==> config.mk <==
export PLATFORM = sky130hd
export DESIGN_NAME = axi_chan_fifo
export DESIGN_NICKNAME = d
export VERILOG_FILES = /design/src/design/axi_lite_pkg.sv /design/src/design/axi_chan_fifo.sv
export SDC_FILE = /design/constraint.sdc
export NUM_CORES = 1
export LEC_CHECK = 0
export ABC_AREA = 1
export ABC_CLOCK_PERIOD_IN_PS = 3600
export BUFFER_PORTS_ARGS = -buffer_cell sky130_fd_sc_hd__buf_2
export CORE_MARGIN = 2
export CORE_UTILIZATION = 46
export DETAILED_ROUTE_END_ITERATION = 12
export HOLD_SLACK_MARGIN = 0.12
export PLACE_DENSITY = 0.78
export SLEW_MARGIN = 40
export SYNTH_ARGS = -nofsm -noshare
export SYNTH_HDL_FRONTEND = slang
export SYNTH_SLANG_ARGS = --single-unit
==> constraint.sdc <==
create_clock -name clk -period 3.6 [get_ports clk]
set_input_delay 0.72 -clock clk [delete_from_list [all_inputs] [get_ports clk]]
set_output_delay 0.72 -clock clk [all_outputs]
set_load 0.005 [all_outputs]
==> src/design/axi_lite_pkg.sv <==
package axi_lite_pkg;

    typedef struct packed {
        logic [31:0] addr;
        logic [2:0]  size;
    } axi_addr_beat_t;

    typedef struct packed {
        logic [31:0] data;
        logic [3:0]  strb;
    } axi_w_beat_t;

    typedef enum logic [1:0] {
        resp_okay   = 2'b00,
        resp_slverr = 2'b10
    } axi_resp_t;

    // axsize encodings for 1, 2 and 4 bytes.
    localparam logic [2:0] axi_size_byte = 3'd0;
    localparam logic [2:0] axi_size_half = 3'd1;
    localparam logic [2:0] axi_size_word = 3'd2;

    localparam int fifo_depth = 2;

endpackage

==> src/design/axi_chan_fifo.sv <==
`timescale 1ns/1ps

module axi_chan_fifo #(
    parameter type payload_t = logic [31:0]
) (
    input  logic     clk,
    input  logic     rst_n,
    input  logic     in_valid,
    input  payload_t in_data,
    output logic     in_ready,
    output logic     out_valid,
    output payload_t out_data,
    input  logic     out_ready
);
    import axi_lite_pkg::*;

    payload_t                          slots [fifo_depth];
    logic [$clog2(fifo_depth)-1:0]     wr_ptr, rd_ptr;
    logic [$clog2(fifo_depth+1)-1:0]   count;
    logic                              push, pop;

    assign in_ready  = (count != fifo_depth);
    assign out_valid = (count != 0);
    assign out_data  = slots[rd_ptr];

    assign push = in_valid && in_ready;
    assign pop  = out_valid && out_ready;

    always_ff @(posedge clk or negedge rst_n) begin
        if (!rst_n) begin
            wr_ptr <= '0;
            rd_ptr <= '0;
            count  <= '0;
        end else begin
            if (push) wr_ptr <= wr_ptr + 1'b1;
            if (pop) rd_ptr <= rd_ptr + 1'b1;
            // simultaneous push and pop leaves the count alone.
            if (push && !pop) count <= count + 1'b1;
            else if (pop && !push) count <= count - 1'b1;
        end
    end

    always_ff @(posedge clk) begin
        if (push) slots[wr_ptr] <= in_data;
    end

    assert property (@(posedge clk) disable iff (!rst_n)
        out_valid && !out_ready |=> out_valid && $stable(out_data));

endmodule

==> results.json, run 1 <==
{
  "reg2reg_from": "count[0]",
  "start_kind": "register",
  "coreArea_um2": 5540,
  "p_leak_nw": 1.43,
  "grt_pass1_vias": 1608,
  "cp_data_arrival_time_ns": 1.73,
  "placement.io_buffers": 69,
  "cpPeakStageDelay_ns": 0.78,
  "drt_iter0_drc": 79,
  "fmax_mhz": 408,
  "crit_fanout": 18,
  "skew_ns": 0.00345,
  "cp_cell_sequence": "buf_4, nand2_1, nand2_1, buf_2",
  "cp_top_family": "flip-flops",
  "p_per_area_nw_per_um2": 806,
  "drc": 0,
  "synth-seq-cells": 68,
  "end_kind": "output port",
  "clock_latency_ns": 0.33,
  "clkTransAtPathRegs_ns": 0.07,
  "hold_buffers": 0,
  "cpMaxStageDelayCell": "dfrtp_1",
  "fin_crit_sh_pct": 68.0,
  "die_area_um2": 6400,
  "final_hold_viol_count": 0,
  "drive_gt1_share_pct": 39.4,
  "avgSynthCellArea_um2": 13.6,
  "grt_overflow": 0,
  "rsz0062_at_grt": "no",
  "grt_max_degree": 34,
  "cp.depth": 4,
  "vdd_drop_max_v": 0.000415,
  "cp.required_ns": 2.88,
  "critPathKind": "register to output port",
  "layout_commonest_cell": "nand2_1",
  "nets": 309,
  "syn_inst": 196,
  "max-slew-margin-rel_pct": 54.8,
  "finalWeightedCongestion": 0.693,
  "postCtsSetupBuffers": 0,
  "cts_sinks": 68,
  "maxSlewViolCount": 0,
  "rows": 27,
  "synth_fp_nets": 233,
  "cts_root_buffer": "clkbuf_8",
  "cts_buffers": 9,
  "drt_pass1_iterations": 4,
  "final.min_clock_period_ns": 2.45,
  "stdcell_count": 349,
  "antenna_found_initial": 0,
  "antenna_cells": 0,
  "crit_path_frequent_cell": "nand2_1",
  "utilization_pct": 59.2,
  "hpwl_um": 3080,
  "tightest_slew_ns": 0.678,
  "via_per_inst": 4.60,
  "ys_warn_count": 0,
  "num_vias": 1604,
  "area_growth_pct": 23.4,
  "rr_worst_depth": 5,
  "r2r_end": "slots[1][23]",
  "clockBufferDepth": 2,
  "hold_class": "input port to async pin",
  "post_drt_wl_per_cell_um": 13.2,
  "synth_cell_types": 17,
  "synth_area_um2": 2660,
  "h-tree-depth": 3,
  "dieWidth_um": 80.0,
  "fillers": 446,
  "status": "complete, no violations",
  "grt.total_usage_pct": 16.0,
  "tns_ns": 0,
  "dp.cells": 333,
  "maxCapViolCount": 0,
  "start_util_pct": 48.0,
  "reg2reg_setup_slack_ns": 2.05,
  "ys_seq_area_share_pct": 76.1,
  "dieHeight_um": 80.0,
  "setup_viol": 0,
  "grt_pass1_wl_um": 7420,
  "final_cell_mix": "nand2_1 (91), buf_2 (69), edfxtp_1 (64)",
  "cts-resized-gates": 0,
  "routed_wl_um": 4600,
  "drtAntennaViolNets": 0,
  "crit_buf_inv": 2,
  "cts_tree": "built",
  "io_pins": 70
}
[worst max path at each step]
stage | startpoint | endpoint
after global routing | rd_ptr | out_data[29]
after CTS | rd_ptr | out_data[29]
after detailed placement | rd_ptr | out_data[29]
after floorplan | in_valid | slots[0][0]
final | rd_ptr | out_data[29]
after global placement | rd_ptr | out_data[24]
[kinds of logic (layout without fill, tap and decap cells)]
group	Yosys count	after routing	share of synthesized area, %
xor+xnor	2	2	0.942
fa+ha+maj	1	1	0.471
buf+inv	14	95	4.85
flops	68	68	76.1
simple gates	111	111	17.7
[worst reg2reg max path, cell delays in order (launching register included)]
cell and delay (ns):
dfrtp_1 0.40, inv_2 0.08, nand2_4 0.07, nand2_4 0.08
nor2_4 0.35, buf_8 0.26
[metal layers]
metal	vias to the layer above	routed length (um)	track usage (%)
li1	803	-	-
met1	734	1870	19.4
met2	60	2300	25.8
met3	7	386	6.56
met5	-	0	0
met4	0	48	5.76
[cells in the mapped netlist]
| cell type | n | share of area (%) |
|---|---|---|
| dfrtp_1 | 4 | 3.8 |
| buf_12 | 1 | 0.75 |
| nand4_1 | 1 | 0.24 |
| inv_8 | 1 | 0.42 |
| edfxtp_1 | 64 | 72 |
| nand2_1 | 91 | 13 |
| xor2_2 | 1 | 0.61 |
| inv_2 | 2 | 0.28 |
| xnor2_1 | 1 | 0.33 |
| clkbuf_8 | 3 | 1.6 |
| nand2_4 | 2 | 0.85 |
| nand2_2 | 13 | 3.1 |
| buf_6 | 3 | 1.3 |
| ha_1 | 1 | 0.47 |
| inv_1 | 4 | 0.56 |
| nor2_1 | 2 | 0.28 |
| nand3_1 | 2 | 0.38 |
[where the power goes]
part,switching [mW],internal (mW)
registers,0.0921,1.08
clock network,0.275,0.387
logic,0.484,0.319
[area by class of cell]
class,instances,area [um^2],area share [%]
inverter,7,33.8,1.03
timing repair buffer,72,395,12.1
sequential,68,2020,61.7
clock buffer,9,124,3.78
multi-input combinational,114,522,15.9
tap,72,90.1,2.75
clock inverter,7,91.3,2.79
[stage by stage]
stage	power (mW)	setup slack [ns]	hold WS (ns)	instance area [um^2]
6_report	2.64	1.15	0.182	3280
5_1_grt	2.83	0.983	0.161	3280
4_1_cts	2.68	1.10	0.169	3280
3_5_place_dp	2.01	1.48	0.522	3060
3_3_place_gp	1.94	1.53	0.505	3020
2_1_floorplan	1.72	1.04	0.424	2660
[sequential cells by signal (all words and copies together), names as in the netlist]
name,count
slots,64
count,2
rd_ptr,1
wr_ptr,1
No activity file was read; power rests on OpenSTA's default activity.
==> run 2: changes to the inputs <==
Settings changed: ABC_CLOCK_PERIOD_IN_PS 3600 to 2250, PLACE_DENSITY 0.78 to 0.81.
Clock period 3.6 ns to 2.25 ns, I/O delays scaled along.
==> run 2 against run 1 <==
Against the previous run:
- total power is 54% higher
- sequential cell count is the same
- die area stayed put
- utilization is 0.52 points lower
- register-to-register slack worse by 1.3 ns
- non-clock buffer count rose by 2
- cell area is 0.88% lower
- largest power group unchanged
==> results.json, run 2 (synthesis gave the netlist of run 1 again) <==
{
  "start_kind": "register",
  "reg2reg_setup_slack_ns": 0.73,
  "area_growth_pct": 22.3,
  "swShare_pct": 32.3,
  "netSwitchingPower_mw": 1.31,
  "p_leak_nw": 1.42,
  "status": "complete, no violations",
  "largest_reg_flops": 64,
  "drc": 0,
  "grt_overflow": 0,
  "comb_power_share_pct": 31.7,
  "layout_commonest_cell": "nand2_1",
  "critPathKind": "register to output port",
  "hpwl_um": 3040,
  "maxCapViolCount": 0,
  "hold_class": "input port to register",
  "dpl_cell_area_um2": 3070,
  "maxSlewViolCount": 0,
  "drt_pass1_iterations": 4,
  "cts_buffers": 9,
  "finalPower_mw": 4.06,
  "seq_power_share_pct": 46.1,
  "dieHeight_um": 80.0,
  "setup.worst_path.start": "rd_ptr",
  "num_vias": 1590,
  "clock_latency_ns": 0.33,
  "drt_iter0_drc": 47,
  "fin_crit_sh_pct": 94.1,
  "drtAntennaViolNets": 0,
  "antenna_cells": 0,
  "cp.required_ns": 1.80,
  "stdcell_count": 349,
  "final_cell_mix": "nand2_1 (91), buf_2 (69), edfxtp_1 (64)",
  "routed_wl_um": 4530,
  "grt.total_usage_pct": 15.3,
  "rsz0062_at_grt": "no",
  "placement.io_buffers": 69,
  "end_kind": "output port",
  "tns_ns": 0,
  "reg2reg_from": "count[0]",
  "grt_max_degree": 34,
  "via_per_inst": 4.56,
  "worstHoldStart": "in_data[15]",
  "hold_slack_ns": 0.300,
  "io_pins": 70,
  "final.min_clock_period_ns": 2.12,
  "largestRegisters": "slots: 64 flops, count: 2 flops",
  "vdd_drop_max_v": 0.000621,
  "crit_fanout": 15,
  "start_util_pct": 48.0,
  "dp.cells": 334,
  "largest_register": "slots",
  "fmax_mhz": 472,
  "grt_pass1_vias": 1593,
  "rr_worst_depth": 5,
  "clockBufferDepth": 2,
  "final_area_um2": 3250,
  "die_area_um2": 6400,
  "p_per_area_nw_per_um2": 1250,
  "setup_viol": 0,
  "tightest_slew_ns": 0.611,
  "internal_power_mw": 2.75,
  "finalWeightedCongestion": 0.637,
  "cts_root_buffer": "clkbuf_8",
  "clkTransAtPathRegs_ns": 0.07,
  "drive_gt1_share_pct": 38.3,
  "r2r_end": "slots[0][6]",
  "coreArea_um2": 5540,
  "min_path_cells": 1,
  "nets": 311,
  "dieWidth_um": 80.0,
  "h-tree-depth": 3,
  "rows": 27,
  "grt_pass1_wl_um": 7020,
  "final_hold_viol_count": 0,
  "p_clk_share_pct": 22.2,
  "postCtsSetupBuffers": 0,
  "cts_sinks": 68,
  "post_drt_wl_per_cell_um": 13.0,
  "cts_tree": "built",
  "max-slew-margin-rel_pct": 59.3,
  "min_to": "slots[0][15]",
  "antenna_found_initial": 0,
  "cp_data_arrival_time_ns": 1.67,
  "skew_ns": 0.00668
}
[run 2: power by group through the flow]
| stage | sequential, mW | clock, mW | combinational [mW] |
|---|---|---|---|
| final | 1.87 | 0.901 | 1.29 |
| after global routing | 1.90 | 0.976 | 1.46 |
| after CTS | 1.88 | 0.927 | 1.33 |
| after detailed placement | 1.90 | 0 | 1.32 |
| after global placement | 1.89 | 0 | 1.29 |
| after floorplan | 1.85 | 0 | 0.910 |
[run 2: critical path: stages (launching register included)]
cell and delay [ns]:
dfrtp_1 0.73, buf_4 0.30, nand2_1 0.09, nand2_1 0.10, buf_2 0.11
[run 2: how the worst max path moves through the flow]
stage                               to  slack (ns)  cells past startpoint
after floorplan            slots[0][0]       -0.10                      4
after global placement    out_data[20]        0.53                      4
after detailed placement  out_data[25]        0.49                      4
after CTS                 out_data[25]         0.1                      4
after global routing      out_data[25]        0.02                      4
final                     out_data[25]        0.13                      4
[run 2: cell type report]
cell class / count / area [um^2]
fill: 451 / 2290
sequential: 68 / 2020
multi-input combinational: 114 / 522
timing repair buffer: 74 / 410
clock buffer: 11 / 131
tap: 72 / 90.1
clock inverter: 3 / 40.0
inverter: 7 / 33.8
[run 2: per-stage QoR]
step,worst slack (ns),util [%]
detailed placement,0.495,55.4
CTS,0.0970,58.6
global placement,0.530,55.4
global route,0.0241,58.6
finish,0.133,58.6
floorplan,-0.104,-
[run 2: per-layer routing]
metal | up-vias | track usage (%) | share of wire [%]
li1 | 801 | - | -
met1 | 721 | 16.9 | 42
met2 | 61 | 26.0 | 50
met3 | 7 | 6.22 | 6.6
met4 | 0 | 6.61 | 1.6
met5 | - | 0 | 0
[run 2: what timing repair did]
action,CTS,global route
resized for setup,0,0
hold endpoints to repair,4,0
hold buffers,1,0
