===== src/design/mem_access_pkg.sv =====
package mem_access_pkg;

    // width of one cpu data access.
    typedef enum logic [1:0] {
        acc_byte = 2'd0,
        acc_half = 2'd1,
        acc_word = 2'd2
    } acc_width_t;

    // one bit per cause, several may never be set together on this path.
    typedef logic [2:0] mem_exc_t;

    localparam int exc_ld_misalign = 0;
    localparam int exc_st_misalign = 1;
    localparam int exc_bus_err     = 2;

    // ram depth in 32-bit words.
    localparam int mem_words = 1024;

endpackage


===== src/design/axi_lite_pkg.sv =====
package axi_lite_pkg;

    typedef struct packed {
        logic [31:0] addr;
        logic [2:0]  size;
    } axi_addr_beat_t;

    typedef struct packed {
        logic [31:0] data;
        logic [3:0]  strb;
    } axi_w_beat_t;

    typedef enum logic [1:0] {
        resp_okay   = 2'b00,
        resp_slverr = 2'b10
    } axi_resp_t;

    // axsize encodings for 1, 2 and 4 bytes.
    localparam logic [2:0] axi_size_byte = 3'd0;
    localparam logic [2:0] axi_size_half = 3'd1;
    localparam logic [2:0] axi_size_word = 3'd2;

    localparam int fifo_depth = 2;

endpackage


===== src/design/lsu_uncached.sv =====
`timescale 1ns/1ps

module lsu_uncached (
    input  logic                         clk,
    input  logic                         rst_n,
    input  logic                         valid,
    input  logic                         op,
    input  logic [31:0]                  addr,
    input  logic [31:0]                  w_data,
    input  mem_access_pkg::acc_width_t   acc_width,
    input  logic                         load_unsigned,
    output logic                         ready,
    output logic                         data_valid,
    output logic [31:0]                  r_data,
    output mem_access_pkg::mem_exc_t     exc,
    output logic                         ar_valid,
    input  logic                         ar_ready,
    output axi_lite_pkg::axi_addr_beat_t ar_beat,
    output logic                         aw_valid,
    input  logic                         aw_ready,
    output axi_lite_pkg::axi_addr_beat_t aw_beat,
    output logic                         w_valid,
    input  logic                         w_ready,
    output axi_lite_pkg::axi_w_beat_t    w_beat,
    input  logic                         rvalid,
    input  logic [31:0]                  rdata,
    input  axi_lite_pkg::axi_resp_t      rresp,
    output logic                         rready,
    input  logic                         bvalid,
    input  axi_lite_pkg::axi_resp_t      bresp,
    output logic                         bready
);
    import mem_access_pkg::*;
    import axi_lite_pkg::*;

    typedef enum logic [2:0] {
        st_idle,
        st_issue,
        st_wait_r,
        st_wait_b,
        st_done
    } state_t;

    state_t      state, state_nx;
    logic        op_q, unsigned_q, resp_err_q;
    logic [31:0] addr_q, w_data_q, rdata_q, lane, wdata_lanes;
    acc_width_t  width_q;
    logic        misaligned, aw_sent, w_sent;
    logic [3:0]  strb;
    logic [2:0]  size_code;

    always_comb begin
        case (width_q)
            acc_half: misaligned = addr_q[0];
            acc_word: misaligned = |addr_q[1:0];
            default:  misaligned = 1'b0;
        endcase
    end

    // store lanes are replicated so the strobe alone picks the bytes.
    always_comb begin
        case (width_q)
            acc_byte: begin
                strb        = 4'b0001 << addr_q[1:0];
                wdata_lanes = {4{w_data_q[7:0]}};
                size_code   = axi_size_byte;
            end
            acc_half: begin
                strb        = 4'b0011 << {addr_q[1], 1'b0};
                wdata_lanes = {2{w_data_q[15:0]}};
                size_code   = axi_size_half;
            end
            default: begin
                strb        = 4'b1111;
                wdata_lanes = w_data_q;
                size_code   = axi_size_word;
            end
        endcase
    end

    assign ar_beat = '{addr: addr_q, size: size_code};
    assign aw_beat = '{addr: addr_q, size: size_code};
    assign w_beat  = '{data: wdata_lanes, strb: strb};

    assign ready    = (state == st_idle);
    assign ar_valid = (state == st_issue) && !misaligned && !op_q;
    assign aw_valid = (state == st_issue) && !misaligned && op_q && !aw_sent;
    assign w_valid  = (state == st_issue) && !misaligned && op_q && !w_sent;
    assign rready   = (state == st_wait_r);
    assign bready   = (state == st_wait_b);

    assign data_valid = ((state == st_issue) && misaligned) || (state == st_done);

    always_comb begin
        exc = '0;
        if ((state == st_issue) && misaligned)
            exc[op_q ? exc_st_misalign : exc_ld_misalign] = 1'b1;
        if ((state == st_done) && resp_err_q)
            exc[exc_bus_err] = 1'b1;
    end

    // load formatting.
    always_comb begin
        lane = rdata_q >> {addr_q[1:0], 3'b000};
        case (width_q)
            acc_byte: r_data = unsigned_q ? {24'b0, lane[7:0]} : {{24{lane[7]}}, lane[7:0]};
            acc_half: r_data = unsigned_q ? {16'b0, lane[15:0]} : {{16{lane[15]}}, lane[15:0]};
            default:  r_data = rdata_q;
        endcase
    end

    always_comb begin
        state_nx = state;
        case (state)
            st_idle:
                if (valid) state_nx = st_issue;
            st_issue:
                if (misaligned)
                    state_nx = st_idle;
                else if (!op_q && ar_ready)
                    state_nx = st_wait_r;
                else if (op_q && (aw_sent || aw_ready) && (w_sent || w_ready))
                    state_nx = st_wait_b;
            st_wait_r:
                if (rvalid) state_nx = st_done;
            st_wait_b:
                if (bvalid) state_nx = st_done;
            default:
                state_nx = st_idle;
        endcase
    end

    always_ff @(posedge clk or negedge rst_n) begin
        if (!rst_n) begin
            state   <= st_idle;
            aw_sent <= 1'b0;
            w_sent  <= 1'b0;
        end else begin
            state <= state_nx;
            if (state == st_issue) begin
                if (aw_valid && aw_ready) aw_sent <= 1'b1;
                if (w_valid && w_ready) w_sent <= 1'b1;
            end else begin
                aw_sent <= 1'b0;
                w_sent  <= 1'b0;
            end
        end
    end

    always_ff @(posedge clk) begin
        if (valid && ready) begin
            op_q       <= op;
            addr_q     <= addr;
            w_data_q   <= w_data;
            width_q    <= acc_width;
            unsigned_q <= load_unsigned;
        end
        if (rvalid && rready) begin
            rdata_q    <= rdata;
            resp_err_q <= (rresp == resp_slverr);
        end
        if (bvalid && bready)
            resp_err_q <= (bresp == resp_slverr);
    end

    // one request at a time means a new read or write never meets a response of the other kind.
    assert property (@(posedge clk) disable iff (!rst_n)
        !(ar_valid && aw_valid) && !(ar_valid && bvalid) && !(aw_valid && rvalid));

    assert property (@(posedge clk) disable iff (!rst_n) data_valid |=> !data_valid);

endmodule


===== config.mk =====
export PLATFORM = sky130hd
export DESIGN_NAME = lsu_uncached
export DESIGN_NICKNAME = d
export VERILOG_FILES = /design/src/design/mem_access_pkg.sv /design/src/design/axi_lite_pkg.sv /design/src/design/lsu_uncached.sv
export SDC_FILE = /design/constraint.sdc
export NUM_CORES = 1
export LEC_CHECK = 0
export ABC_CLOCK_PERIOD_IN_PS = 7100
export BUFFER_PORTS_ARGS = -buffer_cell sky130_fd_sc_hd__buf_2
export CORE_MARGIN = 2
export CORE_UTILIZATION = 46
export CTS_CLUSTER_DIAMETER = 200
export DETAILED_ROUTE_END_ITERATION = 10
export GPL_ROUTABILITY_DRIVEN = 1
export MAX_ROUTING_LAYER = met4
export PLACE_DENSITY = 0.92
export SLEW_MARGIN = 40
export SYNTH_ARGS = -nofsm -noshare
export SYNTH_HDL_FRONTEND = slang
export SYNTH_SLANG_ARGS = --single-unit
export TNS_END_PERCENT = 30

===== constraint.sdc =====
create_clock -name clk -period 7.1 [get_ports clk]
set_input_delay 2.13 -clock clk [delete_from_list [all_inputs] [get_ports clk]]
set_output_delay 2.13 -clock clk [all_outputs]
set_load 0.05 [all_outputs]

==> impl_metrics.env, run 1 <==
export IMPL_use_met1_pct=24.6
export IMPL_post_cts_buffers=0
export IMPL_critPathLaunchType="register"
export IMPL_h_tree_depth=3
export IMPL_syn_cell_area_um2=5030
export IMPL_period_needed_ps=6280
export IMPL_reg2reg_depth=7
export IMPL_slew_viol_final=0
export IMPL_synth_edf_count=101
export IMPL_placementRows=38
export IMPL_relSlewSlack_pct=45.6
export IMPL_r2r_start="width_q[1]$_DFFE_PP_"
export IMPL_numPortBuffers=257
export IMPL_die_h_um=109
export IMPL_max_cap_violations=0
export IMPL_ys_seq_area_share_pct=62.7
export IMPL_hold_viol_final=0
export IMPL_whs_path_depth=2
export IMPL_globalplace_congestion=0.841
export IMPL_core_um2=10700
export IMPL_peakVddDrop_uv=243
export IMPL_p_leak_uw=0.00283
export IMPL_hold_end="aw_sent$_DFFE_PN0P_"
export IMPL_r2r_end="state[0]$_DFFE_PN0P_"
export IMPL_ys_flop_type="edfxtp_1"
export IMPL_finalSetupViolations=0
export IMPL_yosys_cell_count_top_type="edfxtp_1"
export IMPL_hold_class="reg2reg"
export IMPL_grt_pass1_vias=3732
export IMPL_grt_max_degree=69
export IMPL_min_from="aw_sent$_DFFE_PN0P_"
export IMPL_fin_setup_tns_ps=0
export IMPL_hold_buffers=0
export IMPL_cts_sinks=106
export IMPL_finalCritPeriodShare_pct=88.5
export IMPL_syn_inst=389
export IMPL_powerDensity_nw_per_um2=421
export IMPL_dp_hpwl_mm=9.78
export IMPL_cts_resized=0
export IMPL_clk_latency_ps=370
export IMPL_synth_top_area_share_pct=60.3
export IMPL_wl_per_cell_um=17.8
export IMPL_wl_mm=13.1
export IMPL_clk_pin_slew_ps=100
export IMPL_cts_root_buffer="clkbuf_8"
export IMPL_grt_busiest_layer="met2"
export IMPL_drtPass1Iterations=7
export IMPL_drc=0
export IMPL_grt_overflow_total=0
export IMPL_die_w_um=109
export IMPL_synth_top_cells_by_count="edfxtp_1, buf_4, nand2_1"
export IMPL_yosys_warnings=0
export IMPL_synth_area_leader_cell="edfxtp_1"
export IMPL_fmax_ghz=0.159
export IMPL_crit_type="reg2out"
export IMPL_skew_ps=19.9
export IMPL_start_util_pct=46.8
export IMPL_synthArstFlopShare_pct=4.72
export IMPL_antenna_cells=0
export IMPL_grt_pass1_wl_mm=18.7
export IMPL_post_drt_via_cell_ratio=5.41
export IMPL_cp_max_fo=43
export IMPL_vias=4004
export IMPL_area_growth_synth_to_final_pct=25.1
export IMPL_gr_usage_met2_pct=37.1
export IMPL_ios=260
export IMPL_end_kind="primary output"
export IMPL_numCtsBuffers=9
export IMPL_cts_tree="yes"
export IMPL_ys_top_cells_by_area="edfxtp_1, buf_4, a21o_1"
export IMPL_rsz0062_at_grt="no"
export IMPL_drive_gt1_share_pct=48.0
export IMPL_ys_seq_elements=106
export IMPL_layout_nets=711
export IMPL_die_area_um2=11800
export IMPL_fillers=885
export IMPL_antenna_found_initial=0
export IMPL_first_iter_violations=467
export IMPL_syn_area_per_cell_um2=12.9
export IMPL_ant_nets=0
export IMPL_critical_path_required_ps=4970
export IMPL_status="completed"
export IMPL_grtUsageMet3_pct=3.86
export IMPL_tightest_slew_ps=814
export IMPL_cp_arrival_ps=4150
export IMPL_utilization_pct=58.6
export IMPL_track_usage_pct=21.6
export IMPL_yosysUniqueCellTypes=43
export IMPL_cts_path_max_buffers=2
export IMPL_reg2reg_slack_ps=5030
-- layout by cell type, fill, tap and decap left out, drive strengths merged, types with 2 or more instances in the layout --
cell type / instances
buf: 261
edfxtp: 101
nand2: 31
o21ai: 24
nor2: 21
a21o: 17
a21oi: 12
mux2: 11
mux2i: 10
nand3b: 10
clkbuf: 9
a22o: 8
a22oi: 8
inv: 8
nand2b: 7
a222oi: 7
a221oi: 7
nor3: 6
a31oi: 5
dfrtp: 5
and2: 4
ha: 4
clkinv: 4
o21a: 3
or2: 2
nor2b: 2
conb: 2
-- state kept, by name, indices dropped and copies added (netlist names) --
| register | count |
|---|---|
| addr_q | 32 |
| rdata_q | 32 |
| w_data_q | 32 |
| state | 3 |
| width_q | 2 |
| aw_sent | 1 |
| op_q | 1 |
| resp_err_q | 1 |
| unsigned_q | 1 |
| w_sent | 1 |
-- power by group --
group | leakage, uW | total, uW | internal (uW) | switching [uW]
Clock | 0.000103 | 372 | 166 | 206
Combinational | 0.00173 | 1370 | 298 | 1070
Sequential | 0.000999 | 911 | 825 | 85.9
-- kinds of logic (layout without fill, tap and decap cells) --
family                   after synthesis  count (layout)  share of synthesized area [%]
AO/OA/AOI/OAI                         97              97                           13.9
buffers and inverters                 73             283                           9.32
AND/OR/NAND/NOR                       87              87                           8.43
other                                  1               2                         0.0745
adder cells (fa/ha/maj)                4               4                          0.994
multiplexers                          21              21                           4.52
flip-flops                           106             106                           62.7
-- metrics by stage --
stage	total power, uW	cells	worst slack (ps)	instance area (um^2)	hold slack, ps
2_1_floorplan	2040	390	1800	5040	485
3_3_place_gp	2260	724	1460	6090	507
3_5_place_dp	2290	724	1240	6090	526
4_1_cts	2660	740	825	6290	544
5_1_grt	2760	740	576	6300	567
6_report	2650	740	816	6300	538
-- worst max-delay path, cell delays in order (launching register included) --
cell and delay (ps):
edfxtp_1 500, inv_1 230, ha_1 660, or2_1 710
inv_2 520, nor2_1 680, a221oi_1 220, buf_2 270
-- per-layer routing --
| layer | routed length, um | share of wire (%) |
|---|---|---|
| met5 | 0 | 0 |
| met4 | 367 | 2.8 |
| met3 | 1010 | 7.7 |
| met2 | 6810 | 52 |
| met1 | 4960 | 38 |
-- worst max path at each step --
stage                         startpoint                   to
floorplan                          valid  addr_q[0]$_DFFE_PP_
global placement    width_q[1]$_DFFE_PP_            r_data[0]
detailed placement  width_q[1]$_DFFE_PP_            r_data[2]
CTS                 width_q[1]$_DFFE_PP_            r_data[2]
global route        width_q[1]$_DFFE_PP_            r_data[2]
finish              width_q[1]$_DFFE_PP_            r_data[5]
-- final cells by class --
class                   count  area (um^2)  area share [%]
repair buffers            261         1320            21.0
inverters                   6         22.5           0.358
clock inverters             7         76.3            1.21
clock buffers               9          124            1.97
flip-flops and latches    106         3160            50.1
multi-input cells         211         1420            22.6
well taps                 140          175            2.78
(Power assumes the default switching activity.)
==> run 2: changes to the inputs <==
--- a/config.mk
+++ b/config.mk
@@ -12,7 +12,6 @@
 export CTS_CLUSTER_DIAMETER = 200
 export DETAILED_ROUTE_END_ITERATION = 10
 export GPL_ROUTABILITY_DRIVEN = 1
-export MAX_ROUTING_LAYER = met4
 export PLACE_DENSITY = 0.92
 export SLEW_MARGIN = 40
 export SYNTH_ARGS = -nofsm -noshare
==> impl_metrics.env, run 2 (same netlist as run 1, synthesis figures left out) <==
export IMPL_cts_resized=0
export IMPL_clk_latency_ps=370
export IMPL_area_growth_synth_to_final_pct=25.1
export IMPL_antenna_cells=0
export IMPL_cts_path_max_buffers=2
export IMPL_cp_arrival_ps=4140
export IMPL_path_cells="inv_1, ha_1, or2_1, inv_2, nor2_1, a221oi_1, buf_2"
export IMPL_p_leak_uw=0.00283
export IMPL_wl_per_cell_um=17.6
export IMPL_placementRows=38
export IMPL_reg2reg_slack_ps=5030
export IMPL_end_kind="primary output"
export IMPL_finalCritPeriodShare_pct=88.3
export IMPL_numPortBuffers=257
export IMPL_first_iter_violations=448
export IMPL_largestRegisters="addr_q: 32 flops, rdata_q: 32 flops, w_data_q: 32 flops"
export IMPL_cts_root_buffer="clkbuf_8"
export IMPL_drc=0
export IMPL_critPathLaunchType="register"
export IMPL_hold_viol_final=0
export IMPL_die_h_um=109
export IMPL_grt_pass1_vias=3736
export IMPL_relSlewSlack_pct=44.8
export IMPL_ios=260
export IMPL_vias=3967
export IMPL_hold_buffers=0
export IMPL_dp_hpwl_mm=9.78
export IMPL_hold_class="reg2reg"
export IMPL_mostFrequentLayoutCell="buf_2"
export IMPL_fmax_ghz=0.160
export IMPL_slowest_delay_ps=700
export IMPL_fillers=885
export IMPL_die_area_um2=11800
export IMPL_drtPass1Iterations=6
export IMPL_grt_overflow_total=0
export IMPL_peakVddDrop_uv=243
export IMPL_slew_viol_final=0
export IMPL_start_util_pct=46.8
export IMPL_fin_ws_ps=832
export IMPL_period_needed_ps=6270
export IMPL_drive_gt1_share_pct=48.0
export IMPL_grt_pass1_wl_mm=18.7
export IMPL_critical_path_required_ps=4970
export IMPL_powerDensity_nw_per_um2=421
export IMPL_layout_nets=711
export IMPL_ant_nets=0
export IMPL_routed_top_layer="met4"
export IMPL_status="completed"
export IMPL_pre_cts_ws_ps=1240
export IMPL_crit_type="reg2out"
export IMPL_cts_sinks=106
export IMPL_die_w_um=109
export IMPL_numCtsBuffers=9
export IMPL_skew_ps=16.6
export IMPL_mostFrequentLayoutCells="buf_2, edfxtp_1, nand2_1, nor2_1, o21ai_1"
export IMPL_tightest_slew_ps=826
export IMPL_core_um2=10700
export IMPL_wl_met3_um=960
export IMPL_fin_setup_tns_ps=0
export IMPL_post_drt_via_cell_ratio=5.36
export IMPL_post_cts_buffers=0
export IMPL_cp_max_fo=43
export IMPL_crit_slowest_cell="or2_1"
export IMPL_met2WireLength_mm=6.85
export IMPL_wl_mm=13.0
export IMPL_grt_max_degree=69
export IMPL_rsz0062_at_grt="no"
export IMPL_cts_tree="yes"
export IMPL_h_tree_depth=3
export IMPL_track_usage_pct=20.9
export IMPL_clk_pin_slew_ps=90
export IMPL_max_cap_violations=0
export IMPL_globalplace_congestion=0.828
export IMPL_antenna_found_initial=0
export IMPL_finalSetupViolations=0
export IMPL_wl_met1_mm=4.90
## run 2: cell counts in the layout (fill, tap and decap cells not counted)
No cell type changed its count.
## run 2: per-layer routing
metal  up-vias  track usage [%]
met3        24             4.22
met5         -                0
met2       228             37.1
met4         0             9.52
met1      1893             24.2
li1       1822                -
## run 2: layout make-up
cell class | count | area [um^2] | share of cell area (%)
repair buffers | 261 | 1320 | 21.0
inverters | 6 | 22.5 | 0.358
clock buffers | 9 | 124 | 1.97
flip-flops and latches | 106 | 3160 | 50.1
clock inverters | 7 | 76.3 | 1.21
well taps | 140 | 175 | 2.78
multi-input cells | 211 | 1420 | 22.6
## run 2: worst max-delay path, delay by kind of cell, from the launching register on
| family | cells | cell delay, ps |
|---|---|---|
| AO/OA/AOI/OAI | 1 | 220 |
| adder cells (fa/ha/maj) | 1 | 670 |
| buffers and inverters | 3 | 1010 |
| flip-flops | 1 | 500 |
| AND/OR/NAND/NOR | 2 | 1370 |
## run 2: path summary, 6_finish.rpt
kind | from | to | cells past startpoint
min reg2reg | aw_sent$_DFFE_PN0P_ | aw_sent$_DFFE_PN0P_ | 2
min | aw_sent$_DFFE_PN0P_ | aw_sent$_DFFE_PN0P_ | 2
max in group asynchronous | rst_n | state[2]$_DFFE_PN0P_ | 1
max | width_q[1]$_DFFE_PP_ | r_data[5] | 7
max reg2reg | width_q[1]$_DFFE_PP_ | state[0]$_DFFE_PN0P_ | 7
min in group asynchronous | rst_n | state[0]$_DFFE_PN0P_ | 1
## run 2: power by group
| part | total (uW) | switching, uW | internal, uW |
|---|---|---|---|
| clock | 371 | 204 | 166 |
| sequential | 910 | 84.9 | 825 |
| combinational | 1370 | 1070 | 297 |
## run 2: stage by stage
| step | util [%] | total power (uW) | area [um^2] | cells | hold slack, ps |
|---|---|---|---|---|---|
| floorplan | - | 2040 | 5040 | 390 | 485 |
| global placement | 56.7 | 2260 | 6090 | 724 | 507 |
| detailed placement | 56.7 | 2290 | 6090 | 724 | 526 |
| CTS | 58.6 | 2660 | 6290 | 740 | 544 |
| global route | 58.6 | 2760 | 6300 | 740 | 567 |
| finish | 58.6 | 2650 | 6300 | 740 | 541 |
==> run 3: changes to the inputs <==
--- a/config.mk
+++ b/config.mk
@@ -5,14 +5,14 @@
 export SDC_FILE = /design/constraint.sdc
 export NUM_CORES = 1
 export LEC_CHECK = 0
-export ABC_CLOCK_PERIOD_IN_PS = 7100
+export ABC_CLOCK_PERIOD_IN_PS = 6700
 export BUFFER_PORTS_ARGS = -buffer_cell sky130_fd_sc_hd__buf_2
 export CORE_MARGIN = 2
 export CORE_UTILIZATION = 46
 export CTS_CLUSTER_DIAMETER = 200
 export DETAILED_ROUTE_END_ITERATION = 10
 export GPL_ROUTABILITY_DRIVEN = 1
-export PLACE_DENSITY = 0.92
+export PLACE_DENSITY = 0.8
 export SLEW_MARGIN = 40
 export SYNTH_ARGS = -nofsm -noshare
 export SYNTH_HDL_FRONTEND = slang
==> constraint.sdc (replaced) <==
create_clock -name clk -period 6.7 [get_ports clk]
set_input_delay 2.01 -clock clk [delete_from_list [all_inputs] [get_ports clk]]
set_output_delay 2.01 -clock clk [all_outputs]
set_load 0.05 [all_outputs]
==> impl_metrics.env, run 3 (same netlist as run 1, synthesis figures left out) <==
export IMPL_slowest_delay_ps=720
export IMPL_grt_pass1_vias=3729
export IMPL_p_clk_share_pct=14.3
export IMPL_skew_ps=8.75
export IMPL_fillers=945
export IMPL_grt_overflow_total=0
export IMPL_r2r_start="width_q[1]$_DFFE_PP_"
export IMPL_whs_path_depth=2
export IMPL_wl_mm=13.2
export IMPL_mostFrequentLayoutCells="buf_2, edfxtp_1, nand2_1, nor2_1, o21ai_1"
export IMPL_layout_nets=711
export IMPL_wl_per_cell_um=17.9
export IMPL_status="completed"
export IMPL_globalplace_congestion=0.874
export IMPL_reg2reg_depth=7
export IMPL_swShare_pct=52.3
export IMPL_crit_type="reg2out"
export IMPL_cts_resized=0
export IMPL_cts_root_buffer="clkbuf_8"
export IMPL_cp_arrival_ps=4170
export IMPL_seqPwrFrac_pct=34.4
export IMPL_cp_num_buf_inv=3
export IMPL_p_leak_uw=0.00284
export IMPL_drc=0
export IMPL_clk_latency_ps=390
export IMPL_track_usage_pct=21.7
export IMPL_die_h_um=109
export IMPL_powerDensity_nw_per_um2=446
export IMPL_hold_end="w_sent$_DFFE_PN0P_"
export IMPL_post_cts_buffers=0
export IMPL_ios=260
export IMPL_clk_pin_slew_ps=110
export IMPL_cts_path_max_buffers=2
export IMPL_crit_family="simple AND/OR/NAND/NOR gates"
export IMPL_start_util_pct=46.8
export IMPL_cts_tree="yes"
export IMPL_antenna_found_initial=1
export IMPL_mostFrequentLayoutCell="buf_2"
export IMPL_fin_setup_tns_ps=0
export IMPL_die_area_um2=11800
export IMPL_placementRows=38
export IMPL_critical_path_required_ps=4690
export IMPL_drtPass1Iterations=5
export IMPL_finalSetupViolations=0
export IMPL_cp_max_fo=43
export IMPL_hold_class="reg2reg"
export IMPL_end_kind="primary output"
export IMPL_max_cap_violations=0
export IMPL_finalCritPeriodShare_pct=92.2
export IMPL_slew_viol_final=0
export IMPL_critPathLaunchType="register"
export IMPL_numCtsBuffers=9
export IMPL_reg2reg_slack_ps=4680
export IMPL_h_tree_depth=3
export IMPL_ant_nets=0
export IMPL_r2r_end="state[0]$_DFFE_PN0P_"
export IMPL_dp_hpwl_mm=9.86
export IMPL_die_w_um=109
export IMPL_rsz0062_at_grt="no"
export IMPL_cp_depth=7
export IMPL_hold_buffers=0
export IMPL_seq_area_um2=3160
export IMPL_post_drt_via_cell_ratio=5.34
export IMPL_intPower_uw=1340
export IMPL_multi_input_area_um2=1420
export IMPL_area_growth_synth_to_final_pct=25.6
export IMPL_first_iter_violations=503
export IMPL_numPortBuffers=257
export IMPL_utilization_pct=58.8
export IMPL_grt_max_degree=68
export IMPL_hold_viol_final=0
export IMPL_tightest_slew_ps=798
export IMPL_peakVddDrop_uv=289
export IMPL_relSlewSlack_pct=46.8
export IMPL_cts_sinks=106
export IMPL_vias=3958
export IMPL_largestRegisters="addr_q: 32 flops, rdata_q: 32 flops, w_data_q: 32 flops"
export IMPL_path_cells="inv_1, ha_1, or2_1, inv_2, nor2_1, a221oi_1, buf_2"
export IMPL_fmax_ghz=0.162
export IMPL_netSwitchingPower_uw=1470
export IMPL_drive_gt1_share_pct=48.3
export IMPL_core_um2=10700
export IMPL_grt_pass1_wl_mm=19.0
export IMPL_combPwrFrac_pct=51.3
export IMPL_crit_slowest_cell="or2_1"
export IMPL_min_from="w_sent$_DFFE_PN0P_"
export IMPL_period_needed_ps=6180
[run 3: changes by cell type in the layout (fill, tap and decap cells not counted)]
| cell | before | now |
|---|---|---|
| bufinv_16 | 1 | 0 |
| clkinv_1 | 1 | 0 |
| clkinv_2 | 1 | 0 |
| clkinv_4 | 2 | 1 |
| clkinv_8 | 0 | 4 |
| diode_2 | 0 | 1 |
| inv_6 | 1 | 0 |
| inv_8 | 1 | 2 |
| nor2b_1 | 2 | 1 |
| nor2b_2 | 0 | 1 |
[run 3: worst reg2reg max path, delay by kind of cell (launching register included)]
| family | cells | cell delay, ps |
|---|---|---|
| flops | 1 | 460 |
| fa+ha+maj | 1 | 230 |
| compound gates | 4 | 850 |
| buf+inv | 2 | 400 |
[run 3: final cells by class]
type | instances | area share (%)
Antenna cell | 1 | 0.0396
Clock buffer | 9 | 1.96
Clock inverter | 7 | 1.52
Inverter | 6 | 0.356
Multi-Input combinational cell | 211 | 22.5
Sequential cell | 106 | 50.0
Tap cell | 140 | 2.77
Timing Repair Buffer | 261 | 20.9
[run 3: per-stage QoR]
step | cell area (um^2) | cells | worst slack [ps] | total power, uW | hold WS (ps)
floorplan | 5040 | 390 | 1520 | 2160 | 485
global placement | 6090 | 724 | 1350 | 2410 | 514
detailed placement | 6090 | 724 | 962 | 2430 | 531
CTS | 6310 | 740 | 477 | 2840 | 557
global route | 6320 | 741 | 184 | 2940 | 586
finish | 6320 | 741 | 523 | 2820 | 570
[run 3: worst max-delay path by stage]
| stage | from | to | slack, ps |
|---|---|---|---|
| floorplan | valid | addr_q[0]$_DFFE_PP_ | 1520 |
| global placement | width_q[1]$_DFFE_PP_ | r_data[6] | 1350 |
| detailed placement | width_q[1]$_DFFE_PP_ | r_data[5] | 960 |
| CTS | width_q[1]$_DFFE_PP_ | r_data[5] | 480 |
| global route | width_q[1]$_DFFE_PP_ | r_data[5] | 180 |
| finish | width_q[1]$_DFFE_PP_ | r_data[0] | 520 |
[run 3: layer usage]
metal,global-route usage [%],wire [um]
met4,7.78,256
met2,40.3,7200
met3,7.05,1230
met1,22.9,4560
met5,0,0
[run 3: power by group through the flow]
| stage | clock network, uW | logic, uW | registers [uW] |
|---|---|---|---|
| after CTS | 418 | 1450 | 970 |
| after floorplan | 0 | 1080 | 1080 |
| final | 403 | 1450 | 969 |
| after global placement | 0 | 1430 | 977 |
| after detailed placement | 0 | 1440 | 983 |
| after global routing | 442 | 1510 | 985 |
